===== src/rvFrontPkg.sv =====
package rvFrontPkg;

    // datapath width, RV32I only
    localparam int xlen = 32;

    // instruction ROM geometry
    localparam int imemDepth    = 256;  // words
    localparam int imemAddrBits = 8;    // word index width

    // plain vectors with a meaning
    typedef logic [xlen-1:0] word_t;    // instruction, pc or immediate
    typedef logic [4:0]      regIdx_t;  // x0..x31
    typedef logic [6:0]      opcode_t;  // instr[6:0]

    // first fetch after reset
    localparam word_t resetPc = '0;

    // base opcodes seen by the front end
    localparam opcode_t opJal    = 7'b1101111;
    localparam opcode_t opBranch = 7'b1100011;  // beq/bne/blt/...
    localparam opcode_t opLoad   = 7'b0000011;
    localparam opcode_t opStore  = 7'b0100011;
    localparam opcode_t opImm    = 7'b0010011;  // addi, slli, ...
    localparam opcode_t opReg    = 7'b0110011;  // add, sub, ... no immediate

    // immediate layouts, U format not handled here
    typedef enum logic [2:0] {
        immI,     // loads, alu immediates
        immS,     // stores
        immB,     // conditional branches
        immJ,     // jal
        immNone   // register ops and anything unknown
    } immFmt_t;

endpackage


===== src/fetchDecodeIf.sv =====
interface fetchDecodeIf import rvFrontPkg::*; ();

    // contents of the IF/ID pipeline register
    logic  valid;    // live instruction, cleared on flush
    word_t pc;       // address it was fetched from
    word_t instr;    // raw instruction word
    word_t pcPlus4;  // sequential successor

    // fetch owns the register
    modport fetch (
        output valid,
        output pc,
        output instr,
        output pcPlus4
    );

    // decode only looks
    modport decode (
        input valid,
        input pc,
        input instr,
        input pcPlus4
    );

endinterface


===== src/immExtend.sv =====
module immExtend import rvFrontPkg::*; (
    input  word_t instr,
    output word_t imm     // sign extended, zero for immNone
);

    opcode_t opcode;
    immFmt_t fmt;

    assign opcode = instr[6:0];

    // opcode to layout
    always_comb begin
        case (opcode)
            opImm, opLoad: fmt = immI;
            opStore:       fmt = immS;
            opBranch:      fmt = immB;
            opJal:         fmt = immJ;
            opReg:         fmt = immNone;   // rs2 form, nothing to extend
            default:       fmt = immNone;
        endcase
    end

    // standard RV32I scatter, instr[31] is always the sign
    always_comb begin
        case (fmt)
            immI: begin
                imm = {{20{instr[31]}}, instr[31:20]};
            end
            immS: begin
                imm = {{20{instr[31]}}, instr[31:25], instr[11:7]};  // split around rs2
            end
            immB: begin
                // bit 11 sits in instr[7]
                imm = {{20{instr[31]}}, instr[7], instr[30:25], instr[11:8], 1'b0};
            end
            immJ: begin
                // +-1MiB range, halfword granular
                imm = {{12{instr[31]}}, instr[19:12], instr[20], instr[30:21], 1'b0};
            end
            default: begin
                imm = '0;
            end
        endcase
    end

endmodule


===== src/decodeStage.sv =====
module decodeStage import rvFrontPkg::*; (
    fetchDecodeIf.decode ifId,
    output logic    decValid,
    output word_t   decPc,
    output word_t   decInstr,
    output regIdx_t rd,
    output regIdx_t rs1,
    output regIdx_t rs2,
    output word_t   imm,
    output logic    isJump,      // opcode is jal, valid or not
    output logic    jumpTaken,   // back to fetch
    output word_t   jumpTarget
);

    opcode_t opcode;

    // pass the register contents through to execute side
    assign decValid = ifId.valid;
    assign decPc    = ifId.pc;
    assign decInstr = ifId.instr;

    assign opcode = ifId.instr[6:0];

    // fixed field positions for all formats
    assign rd  = ifId.instr[11:7];
    assign rs1 = ifId.instr[19:15];
    assign rs2 = ifId.instr[24:20];

    immExtend immExtend_i (
        .instr (ifId.instr),
        .imm   (imm)
    );

    // jal resolved here, costs one bubble instead of two
    assign isJump     = (opcode == opJal);
    assign jumpTaken  = ifId.valid && isJump;   // never act on a bubble
    assign jumpTarget = ifId.pc + imm;          // pc relative

    // fetch captured pc and its successor together
    always_comb begin
        assert final (ifId.valid !== 1'b1 || ifId.pcPlus4 == ifId.pc + 32'd4)
        else $error("IF/ID pcPlus4 %h does not follow pc %h", ifId.pcPlus4, ifId.pc);
    end

endmodule


===== src/flat_wrapper.sv =====
// flat-port wrapper written by rule: the top's interface ports become plain ports
module decodeStage_flat import rvFrontPkg::*;
  (decValid, decPc, decInstr, rd, rs1, rs2, imm, isJump, jumpTaken, jumpTarget, ifId_valid, ifId_pc, ifId_instr, ifId_pcPlus4);
  fetchDecodeIf ifId_i ();
  output logic decValid;
  output word_t decPc;
  output word_t decInstr;
  output regIdx_t rd;
  output regIdx_t rs1;
  output regIdx_t rs2;
  output word_t imm;
  output logic isJump;
  output logic jumpTaken;
  output word_t jumpTarget;
  input wire logic [$bits(ifId_i.valid)-1:0] ifId_valid;
  input wire logic [$bits(ifId_i.pc)-1:0] ifId_pc;
  input wire logic [$bits(ifId_i.instr)-1:0] ifId_instr;
  input wire logic [$bits(ifId_i.pcPlus4)-1:0] ifId_pcPlus4;
  assign ifId_i.valid = ifId_valid;
  assign ifId_i.pc = ifId_pc;
  assign ifId_i.instr = ifId_instr;
  assign ifId_i.pcPlus4 = ifId_pcPlus4;
  decodeStage u_core (.ifId(ifId_i), .decValid(decValid), .decPc(decPc), .decInstr(decInstr), .rd(rd), .rs1(rs1), .rs2(rs2), .imm(imm), .isJump(isJump), .jumpTaken(jumpTaken), .jumpTarget(jumpTarget));
endmodule

===== config.mk =====
export PLATFORM = sky130hd
export DESIGN_NAME = decodeStage_flat
export DESIGN_NICKNAME = d
export VERILOG_FILES = /design/src/rvFrontPkg.sv /design/src/fetchDecodeIf.sv /design/src/immExtend.sv /design/src/decodeStage.sv /design/src/flat_wrapper.sv
export SDC_FILE = /design/constraint.sdc
export NUM_CORES = 1
export LEC_CHECK = 0
export ABC_CLOCK_PERIOD_IN_PS = 3200
export BUFFER_PORTS_ARGS = -buffer_cell sky130_fd_sc_hd__buf_2
export CORE_MARGIN = 8
export CORE_UTILIZATION = 36
export DETAILED_ROUTE_END_ITERATION = 6
export GPL_TIMING_DRIVEN = 0
export PLACE_DENSITY = 0.81
export SYNTH_ARGS = -nofsm -noshare
export SYNTH_HDL_FRONTEND = slang
export SYNTH_SLANG_ARGS = --single-unit

===== constraint.sdc =====
create_clock -name vclk -period 3.2
set_input_delay 0.32 -clock vclk [all_inputs]
set_output_delay 0.32 -clock vclk [all_outputs]
set_load 0.02 [all_outputs]

==> qor.yml, run 1 <==
detailed_routing:
  ant_nets: 0
  first_pass_iters: 5
  wire_per_inst_microns: 17.9
  viasPerCell: 5.23
  drt_wl_total_microns: 13500
  vias: 3958
  drc: 0
  drt_iter0_markers: 261
floorplanning:
  floorplan.initialDensity: 0.375
  die_x_microns: 103
  pin_count: 243
  die-height_microns: 103
  core_sq_um: 7290
  placementRows: 31
  die-area_sq_um: 10600
sta:
  maxSlewHeadroom: 0.730
  final_hold_viol_count: 0
  slew_viol_final: 0
  rsz0062_at_grt: "true"
  tightest_slew_ps: 405
  hold_slack_ps: 958
  setup_ws_ps: -231
  fin_crit_sh: 1.07
  tns_ps: -2220
  fin_crit_ps: 3430
  setup_viol: 18
  fmax_mhz: 291
critical_path:
  critical_path.endpoint_type: "output port"
  critPathMaxStageDelay_ps: 330
  required_ps: 2880
  critPathMostFrequentCell: "buf_6"
  path_cells: "buf_8 > nor2b_4 > and3_4 > nand4_1 > buf_6 > o31ai_4 > a22o_2 > ha_4 > o211ai_1 > a21oi_2 > o21ai_2 > nand2b_1 > o311ai_4 > a41oi_2 > xor2_2 > buf_6"
  crit_arrival_ps: 3110
  path_delay_family: "compound AO/OA/AOI/OAI gates"
  startpoint_type: "primary input"
  crit_path_max_fanout: 4
  cpMaxStageDelayCell: "o311ai_4"
  worst-setup-path-type: "primary input to output port"
  crit_buf_inv: 3
synthesis:
  yosysTopAreaCellShare: 0.256
  ys_seq_area_frac: 0
  synthTopCellsByArea: "buf_4 26%, ha_1 14%, a21oi_1 6.0%"
  synth_fp_nets: 523
  syn_inst: 394
  ys_warn_count: 0
  avgSynthCellArea_sq_um: 6.93
  syn_area_sq_um: 2730
  yosysUniqueCellTypes: 51
  synth_top_area_cell: "buf_4"
global_route:
  met3_usage: 0.0493
  grt_max_degree: 13
  top_usage_layer: "met2"
  grt_pass1_vias: 3884
  grt.overflow.total: 0
  grt_use_total: 0.218
  antenna_found_initial: 0
  grt_first_pass_wirelength_microns: 18900
  met2_usage: 0.423
  use_met1: 0.226
final_layout:
  layout.nets: 789
  areaGrowthSynthToFinish_pct: 100
  n_antenna_cell: 0
  final_layout_size_suffix_gt1_frac: 0.745
  final_common_cell: "buf_2"
  fill_cells: 484
  num-clock-buffers: 0
  seq_cells: 0
  multi_input_area_sq_um: 2930
  fin_util: 0.750
  final_cell_mix: "188 x buf_2, 152 x buf_4, 21 x ha_4, 20 x nor2_1, 17 x buf_6"
  final-seq-area_sq_um: 0
power:
  vdd_drop_max_mv: 0.0659
  powerDensity_nw_per_um2: 123
  p_leak_nw: 2.82
run_status:
  violations: "setup timing"
  status: "finished with violations"
clocking:
  postCtsHoldBufs: 0
place:
  port_buffers: 211
  gp_congestion: 0.890
  hpwl_microns: 9430
  pre_cts_ws_ps: -807
run:
  maxCapViolCount: 0
worst_hold_path:
  hp-start: "ifId_instr[28]"
  hold-path-endpoint: "decInstr[28]"
  hold_depth: 3
  hp-class: "primary input to output port"
-- through the flow --
| step | cell area [sq um] | cells | power, mW |
|---|---|---|---|
| 4_1_cts | 5090 | 739 | 0.618 |
| 6_report | 5470 | 757 | 0.671 |
| 2_1_floorplan | 3110 | 394 | 0.356 |
| 3_5_place_dp | 4290 | 704 | 0.540 |
| 5_1_grt | 5470 | 757 | 0.712 |
| 3_3_place_gp | 4290 | 704 | 0.534 |
-- cells by family (layout without fill, tap and decap cells) --
family,Yosys count,after routing,share of synthesized area
AO/OA/AOI/OAI,113,113,0.267
buffers and inverters,111,374,0.283
AND/OR/NAND/NOR,108,109,0.205
adder cells (fa/ha/maj),32,32,0.149
XOR/XNOR,30,30,0.0962
-- cell usage after synthesis (all sizes together) (2+ instances only) --
| library cell | n |
|---|---|
| a211oi | 4 |
| a21o | 15 |
| a21oi | 33 |
| a22o | 3 |
| a22oi | 2 |
| a31oi | 3 |
| and2 | 9 |
| and3 | 3 |
| and4 | 3 |
| buf | 97 |
| clkbuf | 2 |
| ha | 31 |
| inv | 11 |
| nand2 | 26 |
| nand2b | 6 |
| nand3 | 13 |
| nand4 | 9 |
| nor2 | 23 |
| nor2b | 4 |
| nor3 | 7 |
| o211ai | 4 |
| o21a | 3 |
| o21ai | 28 |
| o21bai | 3 |
| o311ai | 3 |
| o31ai | 2 |
| o41ai | 2 |
| xnor2 | 18 |
| xor2 | 12 |
-- power by group --
part / leakage [nW] / switching [mW] / internal, mW
logic: 2.82 / 0.367 / 0.304
registers: 0 / 0 / 0
clock network: 0 / 0 / 0
total: 2.82 / 0.367 / 0.304
-- worst max path at each step --
stage,from,end,depth (start not counted)
2_1_floorplan,ifId_instr[5],jumpTarget[30],14
5_1_grt,ifId_instr[5],jumpTarget[30],16
6_report,ifId_instr[5],jumpTarget[28],16
3_3_place_gp,ifId_instr[5],jumpTarget[28],15
4_1_cts,ifId_instr[5],jumpTarget[20],17
3_5_place_dp,ifId_instr[5],jumpTarget[28],15
-- what timing repair did --
action                                  CTS  global route
endpoints found under the setup margin   23            22
cloned                                    1             0
buffers inserted                         39            19
pin swaps                                60            43
gates resized for setup                 120            54
endpoints found under the hold margin     0             0
-- area by class of cell --
| class | instances | area share |
|---|---|---|
| buffer | 94 | 0.132 |
| inverter | 12 | 0.00961 |
| multi-input combinational | 284 | 0.536 |
| tap | 99 | 0.0227 |
| timing repair buffer | 268 | 0.300 |
-- routing by layer --
layer / wire length [microns] / vias up
met3: 1400 / 42
met2: 6970 / 246
li1: - / 1857
met1: 4670 / 1813
met5: 0 / -
met4: 478 / 0
Note: power is estimated with default switching activity, not from simulation.
==> inputs of run 2 (changes only) <==
--- a/config.mk
+++ b/config.mk
@@ -11,7 +11,7 @@
 export CORE_UTILIZATION = 36
 export DETAILED_ROUTE_END_ITERATION = 6
 export GPL_TIMING_DRIVEN = 0
-export PLACE_DENSITY = 0.81
+export PLACE_DENSITY_LB_ADDON = 0.12
 export SYNTH_ARGS = -nofsm -noshare
 export SYNTH_HDL_FRONTEND = slang
 export SYNTH_SLANG_ARGS = --single-unit
==> qor.yml, run 2 (same netlist as run 1, synthesis figures left out) <==
run_status:
  status: "finished with violations"
  violations: "setup timing"
detailed_routing:
  highest_layer: "met4"
  wl_met2_microns: 6580
  drc: 0
  m1WireLength_microns: 4640
  vias: 3825
  viasPerCell: 4.99
  wire_per_inst_microns: 16.1
  first_pass_iters: 4
  drt_iter0_markers: 124
  dr_wl_met3_microns: 986
  drt_wl_total_microns: 12400
  ant_nets: 0
final_layout:
  n_antenna_cell: 0
  final_area_sq_um: 5620
  layout.nets: 799
  seq_cells: 0
  final_layout_size_suffix_gt1_frac: 0.760
  final-seq-area_sq_um: 0
  final_cell_mix: "186 x buf_2, 160 x buf_4, 23 x ha_4, 17 x nor2_1, 17 x buf_6"
  final_common_cell: "buf_2"
  num-clock-buffers: 0
  areaGrowthSynthToFinish_pct: 106
global_route:
  grt_pass1_vias: 3894
  grt.overflow.total: 0
  antenna_found_initial: 0
  grt_use_total: 0.210
  grt_first_pass_wirelength_microns: 18500
  grt_max_degree: 13
place:
  hpwl_microns: 9090
  pre_cts_ws_ps: -876
  port_buffers: 211
  postPlaceCellArea_sq_um: 4290
  gp_congestion: 0.897
floorplanning:
  core_sq_um: 7290
  die-area_sq_um: 10600
  die_x_microns: 103
  floorplan.initialDensity: 0.375
  die-height_microns: 103
  pin_count: 243
  placementRows: 31
worst_hold_path:
  hold_depth: 3
  hp-class: "primary input to output port"
power:
  powerDensity_nw_per_um2: 119
  vdd_drop_max_mv: 0.0632
  p_leak_nw: 2.89
sta:
  fin_crit_ps: 3400
  setup_ws_ps: -204
  maxSlewHeadroom: 0.723
  fmax_mhz: 294
  slew_viol_final: 0
  tns_ps: -1570
  fin_crit_sh: 1.06
  hold_slack_ps: 957
  rsz0062_at_grt: "true"
  setup_viol: 15
  tightest_slew_ps: 410
  final_hold_viol_count: 0
clocking:
  postCtsHoldBufs: 0
critical_path:
  crit_arrival_ps: 3080
  critical_path.endpoint_type: "output port"
  startpoint_type: "primary input"
  crit_path_max_fanout: 7
  required_ps: 2880
  worst-setup-path-type: "primary input to output port"
run:
  maxCapViolCount: 0
-- run 2: layout make-up --
type | instances | area [sq um]
inverters | 12 | 62.6
repair buffers | 277 | 1750
fillers | 523 | 1680
multi-input cells | 284 | 2950
well taps | 99 | 124
plain buffers | 95 | 727
-- run 2: timing repair --
item                                    CTS  global route
endpoints found under the setup margin   23            22
resized for setup                       123            66
cloned                                    1             0
pin swaps                                51            58
buffers inserted                         46            23
-- run 2: layer usage --
metal | vias up | GRT usage
met5 | - | 0
met4 | 0 | 0.0200
met3 | 15 | 0.0263
met2 | 152 | 0.417
met1 | 1774 | 0.235
li1 | 1884 | -
-- run 2: where the power goes --
| part | switching (mW) | internal [mW] | total [mW] |
|---|---|---|---|
| Combinational | 0.358 | 0.311 | 0.669 |
| Clock | 0 | 0 | 0 |
| Sequential | 0 | 0 | 0 |
-- run 2: final timing paths --
kind                             end  slack [ps]     startpoint
worst max-delay path  jumpTarget[27]        -200  ifId_instr[2]
worst min-delay path        decValid         960     ifId_valid
-- run 2: critical path: stages --
cell,delay [ps]
buf_8,110
nor2_4,120
nand3_4,160
inv_2,110
nand3_4,90
a21oi_4,240
buf_12,140
a21o_1,100
ha_1,240
buf_6,140
nand2_4,80
nor4_4,40
a221o_1,310
a31oi_1,140
o21a_2,240
buf_6,120
o21bai_4,80
xor2_4,150
buf_6,130
-- run 2: per-stage QoR --
stage / total power [mW] / util / cells
after floorplan: 0.356 / - / 394
after global placement: 0.532 / 0.588 / 704
after detailed placement: 0.538 / 0.588 / 704
after CTS: 0.623 / 0.718 / 748
after global routing: 0.713 / 0.770 / 767
final: 0.669 / 0.770 / 767
