## src/rvFrontPkg.sv

```systemverilog
package rvFrontPkg;

    // datapath width, RV32I only
    localparam int xlen = 32;

    // instruction ROM geometry
    localparam int imemDepth    = 256;  // words
    localparam int imemAddrBits = 8;    // word index width

    // plain vectors with a meaning
    typedef logic [xlen-1:0] word_t;    // instruction, pc or immediate
    typedef logic [4:0]      regIdx_t;  // x0..x31
    typedef logic [6:0]      opcode_t;  // instr[6:0]

    // first fetch after reset
    localparam word_t resetPc = '0;

    // base opcodes seen by the front end
    localparam opcode_t opJal    = 7'b1101111;
    localparam opcode_t opBranch = 7'b1100011;  // beq/bne/blt/...
    localparam opcode_t opLoad   = 7'b0000011;
    localparam opcode_t opStore  = 7'b0100011;
    localparam opcode_t opImm    = 7'b0010011;  // addi, slli, ...
    localparam opcode_t opReg    = 7'b0110011;  // add, sub, ... no immediate

    // immediate layouts, U format not handled here
    typedef enum logic [2:0] {
        immI,     // loads, alu immediates
        immS,     // stores
        immB,     // conditional branches
        immJ,     // jal
        immNone   // register ops and anything unknown
    } immFmt_t;

endpackage

```

## src/fetchDecodeIf.sv

```systemverilog
interface fetchDecodeIf import rvFrontPkg::*; ();

    // contents of the IF/ID pipeline register
    logic  valid;    // live instruction, cleared on flush
    word_t pc;       // address it was fetched from
    word_t instr;    // raw instruction word
    word_t pcPlus4;  // sequential successor

    // fetch owns the register
    modport fetch (
        output valid,
        output pc,
        output instr,
        output pcPlus4
    );

    // decode only looks
    modport decode (
        input valid,
        input pc,
        input instr,
        input pcPlus4
    );

endinterface

```

## src/fetchStage.sv

```systemverilog
module fetchStage import rvFrontPkg::*; (
    input  logic  clk,
    input  logic  rstN,
    input  logic  stall,           // hold pc and IF/ID
    input  logic  redirect,        // taken branch from execute
    input  word_t redirectTarget,
    input  logic  jumpTaken,       // jal seen in decode
    input  word_t jumpTarget,
    input  word_t instr,           // from instrMem
    output word_t pc,              // to instrMem
    fetchDecodeIf.fetch ifId
);

    word_t pcPlus4;
    word_t pcNext;
    logic  flush;   // kill whatever is being fetched now

    assign pcPlus4 = pc + 32'd4;
    assign flush   = redirect | jumpTaken;

    // next pc, execute redirect beats decode jump beats stall
    always_comb begin
        if (redirect) begin
            pcNext = redirectTarget;
        end else if (jumpTaken) begin
            pcNext = jumpTarget;
        end else if (stall) begin
            pcNext = pc;            // freeze
        end else begin
            pcNext = pcPlus4;
        end
    end

    always_ff @(posedge clk or negedge rstN) begin
        if (!rstN) begin
            pc <= resetPc;
        end else begin
            pc <= pcNext;
        end
    end

    // IF/ID valid bit, flush first then stall
    always_ff @(posedge clk or negedge rstN) begin
        if (!rstN) begin
            ifId.valid <= 1'b0;
        end else if (flush) begin
            ifId.valid <= 1'b0;     // one bubble into decode
        end else if (!stall) begin
            ifId.valid <= 1'b1;
        end
    end

    // IF/ID payload, only meaningful while valid
    always_ff @(posedge clk) begin
        if (!flush && !stall) begin
            ifId.pc      <= pc;
            ifId.instr   <= instr;
            ifId.pcPlus4 <= pcPlus4;
        end
    end

    // targets from decode and execute must keep fetch word aligned
    pcAligned: assert property (@(posedge clk) disable iff (!rstN) pc[1:0] == 2'b00)
        else $error("fetch pc not word aligned %h", pc);

endmodule

```

## src/flat_wrapper.sv

```systemverilog
// flat-port wrapper written by rule: the top's interface ports become plain ports
module fetchStage_flat import rvFrontPkg::*;
  (clk, rstN, stall, redirect, redirectTarget, jumpTaken, jumpTarget, instr, pc, ifId_valid, ifId_pc, ifId_instr, ifId_pcPlus4);
  fetchDecodeIf ifId_i ();
  input  logic clk;
  input  logic rstN;
  input  logic stall;
  input  logic redirect;
  input  word_t redirectTarget;
  input  logic jumpTaken;
  input  word_t jumpTarget;
  input  word_t instr;
  output word_t pc;
  output wire logic [$bits(ifId_i.valid)-1:0] ifId_valid;
  output wire logic [$bits(ifId_i.pc)-1:0] ifId_pc;
  output wire logic [$bits(ifId_i.instr)-1:0] ifId_instr;
  output wire logic [$bits(ifId_i.pcPlus4)-1:0] ifId_pcPlus4;
  assign ifId_valid = ifId_i.valid;
  assign ifId_pc = ifId_i.pc;
  assign ifId_instr = ifId_i.instr;
  assign ifId_pcPlus4 = ifId_i.pcPlus4;
  fetchStage u_core (.clk(clk), .rstN(rstN), .stall(stall), .redirect(redirect), .redirectTarget(redirectTarget), .jumpTaken(jumpTaken), .jumpTarget(jumpTarget), .instr(instr), .pc(pc), .ifId(ifId_i));
endmodule
```

## config.mk

```make
export PLATFORM = sky130hd
export DESIGN_NAME = fetchStage_flat
export DESIGN_NICKNAME = d
export VERILOG_FILES = /design/src/rvFrontPkg.sv /design/src/fetchDecodeIf.sv /design/src/fetchStage.sv /design/src/flat_wrapper.sv
export SDC_FILE = /design/constraint.sdc
export NUM_CORES = 1
export LEC_CHECK = 0
export CORE_MARGIN = 2
export CORE_UTILIZATION = 63
export DETAILED_ROUTE_END_ITERATION = 7
export DONT_BUFFER_PORTS = 1
export HOLD_SLACK_MARGIN = 0.03
export PLACE_DENSITY = 0.79
export SLEW_MARGIN = 30
export SYNTH_ARGS = -nofsm -noshare
export SYNTH_HDL_FRONTEND = slang
export SYNTH_SLANG_ARGS = --single-unit
```

## constraint.sdc

```tcl
create_clock -name clk -period 2.8 [get_ports clk]
set_clock_uncertainty 0.1 [all_clocks]
set_input_delay 0 -clock clk [delete_from_list [all_inputs] [get_ports clk]]
set_output_delay 0 -clock clk [all_outputs]
set_load 0.02 [all_outputs]
```

==> results.sh, run 1 <==
export IMPL_ys_warn_count=0
export IMPL_yosysTopAreaCell="edfxtp_1"
export IMPL_rows=33
export IMPL_cts_buffer_depth=2
export IMPL_cts_setup_buffers=0
export IMPL_port_buffers=0
export IMPL_synthDistinctLibCells=48
export IMPL_initial_core_util_pct=65.41
export IMPL_ys_ff_latch=127
export IMPL_hpwl_mm=9.167
export IMPL_ys_top_cells_by_area="edfxtp_1 (52%), dfrtp_1 (15%), xnor2_1 (3.9%), xor2_1 (2.9%), o21ai_0 (2.3%)"
export IMPL_hold_buffers=110
export IMPL_dpl_cell_area_mm2=0.005637
export IMPL_post_cts_resized=0
export IMPL_postSynthAreaPerCell_um2=13.27
export IMPL_haltStage="clock tree synthesis"
export IMPL_toolErrorMsg="[ERROR RSZ-0060] Max buffer count reached."
export IMPL_syn_cell_area_mm2=0.005401
export IMPL_synth_seq_area_share_pct=67.55
export IMPL_die_x_um=96.60
export IMPL_htreeDepth=4
export IMPL_dieHeight_um=96.60
export IMPL_clockRootBuffer="clkbuf_8"
export IMPL_ys_dominant_reg_cell="edfxtp_1"
export IMPL_synth_most_common_cell="edfxtp_1"
export IMPL_pin_count=230
export IMPL_numCtsBuffers=17
export IMPL_synth_common_cells="edfxtp_1 (94), dfrtp_1 (33), nand2_1 (30), o21ai_0 (25), xnor2_1 (24)"
export IMPL_clkSinkCount=127
export IMPL_synth_edff_count=94
export IMPL_netlist_instances=407
export IMPL_dp_slack_ps=364.3
export IMPL_syn_num_nets=509
export IMPL_synth_top_area_share_pct=52.26
export IMPL_gp_congestion=0.8511
export IMPL_synth_async_sr_flop_share_pct=25.98
export IMPL_status="stopped before the end"
[metrics by stage]
| stage | util (%) | hold slack (ps) | cells |
|---|---|---|---|
| after floorplan | - | -395.6 | 407 |
| after global placement | 68.26 | -393.7 | 513 |
| after detailed placement | 68.26 | -393.8 | 513 |
[kinds of logic after synthesis]
family | count (synthesis) | synth area share (%)
simple gates | 121 | 12.21
flops | 127 | 67.55
buf+inv | 33 | 2.756
compound gates | 74 | 8.780
xor+xnor | 42 | 6.810
mux | 9 | 1.668
fa+ha+maj | 1 | 0.2316
==> run 2, diff against run 1 <==
--- a/config.mk
+++ b/config.mk
@@ -6,11 +6,10 @@
 export NUM_CORES = 1
 export LEC_CHECK = 0
 export CORE_MARGIN = 2
-export CORE_UTILIZATION = 63
+export CORE_UTILIZATION = 40
 export DETAILED_ROUTE_END_ITERATION = 7
 export DONT_BUFFER_PORTS = 1
-export HOLD_SLACK_MARGIN = 0.03
-export PLACE_DENSITY = 0.79
+export PLACE_DENSITY_LB_ADDON = 0.15
 export SLEW_MARGIN = 30
 export SYNTH_ARGS = -nofsm -noshare
 export SYNTH_HDL_FRONTEND = slang
==> run 2 against run 1 <==
- the run now ends clean
- area after synthesis is the same
- synthesized cell count is the same
==> results.sh, run 2 <==
export IMPL_synth_common_cells="edfxtp_1 (94), dfrtp_1 (33), nand2_1 (30), o21ai_0 (25), xnor2_1 (24)"
export IMPL_ir_drop_mv=0.3462
export IMPL_final_common_cell="dlygate4sd3_1"
export IMPL_reg_largest_list="u_core.ifId.instr (32), u_core.ifId.pcPlus4 (32), u_core.pc (32)"
export IMPL_crit_family="simple AND/OR/NAND/NOR gates"
export IMPL_path_buf_inv=1
export IMPL_grt_pass1_vias=4050
export IMPL_coreArea_mm2=0.01319
export IMPL_grt_pass1_wl_mm=23.41
export IMPL_required_ps=2990
export IMPL_start_kind="flip-flop"
export IMPL_seqPwrFrac_pct=46.5
export IMPL_relSlewSlack_pct=56.96
export IMPL_yosysTopAreaCell="edfxtp_1"
export IMPL_synth_edff_count=94
export IMPL_numCtsBuffers=17
export IMPL_syn_num_nets=509
export IMPL_synth_seq_area_share_pct=67.55
export IMPL_clockPowerShare_pct=41.4
export IMPL_ys_ff_latch=127
export IMPL_finalSetupViolCount=0
export IMPL_drtAntennaViolNets=0
export IMPL_total_power_mw=5.024
export IMPL_drt_first_pass_iters=5
export IMPL_netlist_instances=407
export IMPL_via_per_inst=5.392
export IMPL_fill_cells=1079
export IMPL_layoutNonFillerInstCount=733
export IMPL_ys_top_cells_by_area="edfxtp_1 (52%), dfrtp_1 (15%), xnor2_1 (3.9%), xor2_1 (2.9%), o21ai_0 (2.3%)"
export IMPL_clock_latency_ps=410
export IMPL_synthDistinctLibCells=48
export IMPL_routed_wl_mm=15.49
export IMPL_worstRegToRegCells=6
export IMPL_area_growth_pct=38.94
export IMPL_antenna_found_initial=0
export IMPL_crit_cells=6
export IMPL_ys_dominant_reg_cell="edfxtp_1"
export IMPL_worst_slew_pin_slew_ps=643.2
export IMPL_pin_count=230
export IMPL_drv_slew=0
export IMPL_netSwitchingPower_mw=1.284
export IMPL_synth_async_sr_flop_share_pct=25.98
export IMPL_rsz0062_at_grt="false"
export IMPL_p_comb_share_pct=12.1
export IMPL_hold_path_class="input pin to asynchronous set/reset pin"
export IMPL_synth_most_common_cell="edfxtp_1"
export IMPL_gp_congestion=0.8471
export IMPL_crit_path_max_fanout=13
export IMPL_status="completed"
export IMPL_hpwl_mm=10.09
export IMPL_n_antenna_cell=0
export IMPL_grt_ovfl_total=0
export IMPL_syn_cell_area_mm2=0.005401
export IMPL_crit_chain="nand3_2 -> or4_4 -> nor4b_2 -> xnor2_1 -> o221ai_1 -> dlygate4sd3_1"
export IMPL_p_sw_share_pct=25.56
export IMPL_drc=0
export IMPL_regArea_mm2=0.003651
export IMPL_powerDensity_mw_per_mm2=669.4
export IMPL_dp_cells=589
export IMPL_rows=42
export IMPL_synth_top_area_share_pct=52.26
export IMPL_postSynthAreaPerCell_um2=13.27
export IMPL_critPathSlowestCell="or4_4"
export IMPL_critical_path_class="flip-flop to flip-flop"
export IMPL_power_internal_mw=3.740
export IMPL_wire_per_inst_um=21.13
export IMPL_multi_input_comb_area_mm2=0.001618
export IMPL_period_needed_ps=2684
export IMPL_layout_common_cells="dlygate4sd3_1 (108), edfxtp_1 (94), buf_4 (31), dfrtp_1 (31), nand2_1 (30)"
export IMPL_worst_path_largest_cell_delay_ps=670
export IMPL_cts_tree="built"
export IMPL_clkSinkCount=127
export IMPL_grt_max_degree=43
export IMPL_tns_ps=0
export IMPL_port_buffers=0
export IMPL_num_nets_final=647
export IMPL_cp_end_kind="flip-flop"
export IMPL_hold_viol=0
export IMPL_initial_core_util_pct=40.95
export IMPL_initialDrtViolationCount=258
export IMPL_die_area_mm2=0.01445
export IMPL_arrival_ps=2880
export IMPL_ys_warn_count=0
export IMPL_grt_use_total_pct=21.69
export IMPL_htreeDepth=4
export IMPL_clockRootBuffer="clkbuf_16"
export IMPL_clkTransAtPathRegs_ps=60
export IMPL_drive_gt1_share_pct=14.36
export IMPL_dieHeight_um=120.2
export IMPL_fin_crit_sh_pct=95.87
export IMPL_cts_buffer_depth=2
export IMPL_p_leak_nw=2.705
export IMPL_clock_fmax_mhz=372.5
export IMPL_cap_violations=0
export IMPL_dr_total_vias=3952
export IMPL_die_x_um=120.2
==> run 2: cell counts after synthesis <==
No cell type changed its count.
==> run 2: kinds of logic after synthesis <==
kind of cell               after synthesis  synth area share, %
AOI/OAI and AO/OA                       74                8.780
xor gates and xnor gates                42                6.810
adders and majority gates                1               0.2316
buffers and inverters                   33                2.756
muxes                                    9                1.668
DFF                                    127                67.55
and+or+nand+nor                        121                12.21
==> run 2: area by class of cell <==
type / instances / area share, %
Clock inverter: 12 / 1.617
Multi-Input combinational cell: 247 / 21.56
Clock buffer: 19 / 5.769
Tap cell: 176 / 2.934
Timing Repair Buffer: 146 / 19.17
Inverter: 6 / 0.3001
Sequential cell: 127 / 48.65
==> run 2: per-stage QoR <==
stage / utilization [%] / setup WS, ps / instance area (um2) / hold slack [ps]
final: 56.90 / 115.6 / 7505 / 50.56
after floorplan: - / 305.4 / 5409 / -395.6
after detailed placement: 43.79 / 336.5 / 5776 / -393.9
after CTS: 56.87 / 19.04 / 7501 / 37.25
after global routing: 56.90 / 27.69 / 7505 / 48.26
after global placement: 43.79 / 375.7 / 5776 / -393.7
==> run 2: what timing repair did <==
action / in CTS / in global routing
setup endpoints to repair: 0 / 2
hold endpoints to repair: 170 / 0
gates resized for setup: 0 / 3
setup buffers: 0 / 0
hold buffers: 113 / 0
==> run 2: final timing paths <==
path                                           to  slack [ps]          start
max                                 u_core.pc[21]         120  u_core.pc[12]
min                                  u_core.pc[8]          50           rstN
max reg2reg                         u_core.pc[21]         120  u_core.pc[12]
min reg2reg                u_core.ifId.pcPlus4[3]         520   u_core.pc[3]
max in group asynchronous           u_core.pc[12]        2360           rstN
min in group clk                    u_core.pc[31]         100      jumpTaken
==> run 2: power by group through the flow <==
stage	logic (mW)	clock network, mW	registers [mW]
finish	0.608	2.08	2.34
global route	0.662	2.19	2.35
CTS	0.609	2.13	2.34
detailed placement	0.420	0	2.37
global placement	0.413	0	2.37
floorplan	0.235	0	2.41
==> run 2: worst register-to-register path, stage by stage (launching register included) <==
cell           delay [ps]
dfrtp_2               450
nand3_2               150
or4_4                 670
nor4b_2               320
xnor2_1               160
o221ai_1              140
dlygate4sd3_1         580
==> run 2: routing by layer <==
layer  vias up  GRT usage, %  part of all wire [%]
li1       1803             -                     -
met1      1911         27.05                    42
met2       217         35.26                    48
met3        21         7.217                   8.3
met4         0         7.868                   1.8
met5         -             0                     0
Note: power is estimated with default switching activity, not from simulation.
==> run 3, diff against run 2 <==
--- a/config.mk
+++ b/config.mk
@@ -9,7 +9,7 @@
 export CORE_UTILIZATION = 40
 export DETAILED_ROUTE_END_ITERATION = 7
 export DONT_BUFFER_PORTS = 1
-export PLACE_DENSITY_LB_ADDON = 0.15
+export PLACE_DENSITY = 0.65
 export SLEW_MARGIN = 30
 export SYNTH_ARGS = -nofsm -noshare
 export SYNTH_HDL_FRONTEND = slang
==> run 3 against run 2 <==
- via count grew 0.40%
- clock-buffer cell count shrank 2
- critical path type unchanged
- critical path depth grew 2
- register-to-register slack gained 98 ps
- global-route usage shrank 0.26 points
- highest routed layer unchanged
- largest power group unchanged
- utilization shrank 0.39 points
==> results.sh, run 3 (synthesized netlist as in run 2, its figures left out) <==
export IMPL_layout_common_cells="dlygate4sd3_1 (105), edfxtp_1 (94), dfrtp_1 (33), nand2_1 (30), buf_4 (26)"
export IMPL_tns_ps=0
export IMPL_gp_congestion=0.8287
export IMPL_hold_start="stall"
export IMPL_fin_crit_sh_pct=92.39
export IMPL_regArea_mm2=0.003649
export IMPL_r2r_setup_slack_ps=210
export IMPL_area_growth_pct=37.99
export IMPL_arrival_ps=2780
export IMPL_rsz0062_at_grt="false"
export IMPL_powerDensity_mw_per_mm2=706.0
export IMPL_cap_violations=0
export IMPL_cts_setup_buffers=0
export IMPL_required_ps=2990
export IMPL_holdWs_ps=6.070
export IMPL_worstRegToRegCells=8
export IMPL_finalSetupViolCount=0
export IMPL_dr_total_vias=3968
export IMPL_reg_largest_list="u_core.ifId.instr (32), u_core.ifId.pcPlus4 (32), u_core.pc (32)"
export IMPL_grt_max_degree=55
export IMPL_p_leak_nw=2.685
export IMPL_grt_ovfl_total=0
export IMPL_timing_rr_start="u_core.pc[11]"
export IMPL_dieHeight_um=120.2
export IMPL_n_antenna_cell=0
export IMPL_grt_pass1_wl_mm=22.83
export IMPL_status="completed"
export IMPL_pin_count=230
export IMPL_hold_viol=0
export IMPL_clockRootBuffer="clkbuf_16"
export IMPL_grt_pass1_vias=3991
export IMPL_clockPowerShare_pct=44.6
export IMPL_clock_latency_ps=420
export IMPL_final_common_cell="dlygate4sd3_1"
export IMPL_clkTransAtPathRegs_ps=60
export IMPL_hpwl_mm=10.08
export IMPL_rows=42
export IMPL_initial_core_util_pct=40.95
export IMPL_cts_buffer_depth=2
export IMPL_clock_fmax_mhz=386.6
export IMPL_routed_wl_mm=15.48
export IMPL_htreeDepth=4
export IMPL_drc=0
export IMPL_cp_end_kind="flip-flop"
export IMPL_p_sw_share_pct=25.41
export IMPL_grt_use_total_pct=21.42
export IMPL_fill_cells=1024
export IMPL_drive_gt1_share_pct=13.69
export IMPL_worst_slew_pin_slew_ps=759.3
export IMPL_hold_path_depth=2
export IMPL_seqPwrFrac_pct=44.9
export IMPL_period_needed_ps=2587
export IMPL_start_kind="flip-flop"
export IMPL_initialDrtViolationCount=309
export IMPL_num_nets_final=637
export IMPL_netSwitchingPower_mw=1.337
export IMPL_numCtsBuffers=17
export IMPL_relSlewSlack_pct=49.38
export IMPL_hold_path_class="input pin to flip-flop"
export IMPL_via_per_inst=5.481
export IMPL_wire_per_inst_um=21.38
export IMPL_ir_drop_mv=0.3605
export IMPL_power_internal_mw=3.925
export IMPL_crit_path_max_fanout=5
export IMPL_coreArea_mm2=0.01319
export IMPL_total_power_mw=5.262
export IMPL_die_area_mm2=0.01445
export IMPL_critical_path_class="flip-flop to flip-flop"
export IMPL_die_x_um=120.2
export IMPL_timing_rr_end="u_core.pc[18]"
export IMPL_holdPathEnd="u_core.ifId.pcPlus4[27]"
export IMPL_dp_slack_ps=292.0
export IMPL_drtAntennaViolNets=0
export IMPL_clkSinkCount=127
export IMPL_cts_tree="built"
export IMPL_drt_first_pass_iters=5
export IMPL_p_comb_share_pct=10.6
export IMPL_multi_input_comb_area_mm2=0.001614
export IMPL_antenna_found_initial=0
export IMPL_drv_slew=0
export IMPL_port_buffers=0
export IMPL_setup_ws_ps=213.2
run 3: cell types whose count changed in the layout (fill, tap and decap cells not counted), moves of 3 or more:
| cell | change |
|---|---|
| buf_12 | -3 |
| dlygate4sd3_1 | -3 |
| inv_6 | +6 |
| clkinv_2 | -3 |
| buf_4 | -5 |
run 3: power by group through the flow:
stage	combinational [mW]	sequential [mW]	clock, mW
after floorplan	0.235	2.41	0
after global placement	0.360	2.40	0
after detailed placement	0.372	2.40	0
after CTS	0.554	2.36	2.38
after global routing	0.604	2.37	2.46
final	0.557	2.36	2.34
run 3: layout make-up:
type | count | area share, %
flip-flops and latches | 127 | 48.95
multi-input cells | 247 | 21.66
well taps | 176 | 2.955
clock buffers | 17 | 5.708
repair buffers | 136 | 17.66
inverters | 6 | 0.3022
clock inverters | 15 | 2.770
run 3: how the worst max path moves through the flow:
stage | start | endpoint | slack (ps) | depth (start not counted)
floorplan | u_core.pc[10] | u_core.ifId.pcPlus4[31] | 310 | 7
global placement | u_core.pc[6] | u_core.pc[24] | 370 | 5
CTS | u_core.pc[11] | u_core.pc[18] | 140 | 8
detailed placement | u_core.pc[6] | u_core.pc[29] | 290 | 5
finish | u_core.pc[11] | u_core.pc[18] | 210 | 8
global route | u_core.pc[11] | u_core.pc[18] | 50 | 8
run 3: what timing repair did:
action                    in CTS  in global routing
resized for setup              0                  0
hold endpoints to repair      98                  0
hold buffers                 110                  0
run 3: through the flow:
step	cells	cell area (um2)	utilization, %
detailed placement	582	5700	43.22
floorplan	407	5409	-
global route	724	7453	56.51
global placement	582	5698	43.20
CTS	724	7463	56.58
finish	724	7453	56.51
run 3: layer usage:
layer  GRT usage [%]  vias to the layer above  part of all wire, %
li1                -                     1784                    -
met3           6.887                       19                  7.8
met2           36.36                      220                   50
met4           6.250                        0                  1.4
met1           26.18                     1945                   41
met5               0                        -                    0
run 3: critical path, cell delays in order (launching register included):
cell and delay (ps):
dfrtp_1 500, buf_4 200, and4_1 250, nand4_1 160, buf_4 200, nor3_1 240, xnor2_1 160, a21oi_1 80
dlygate4sd3_1 560
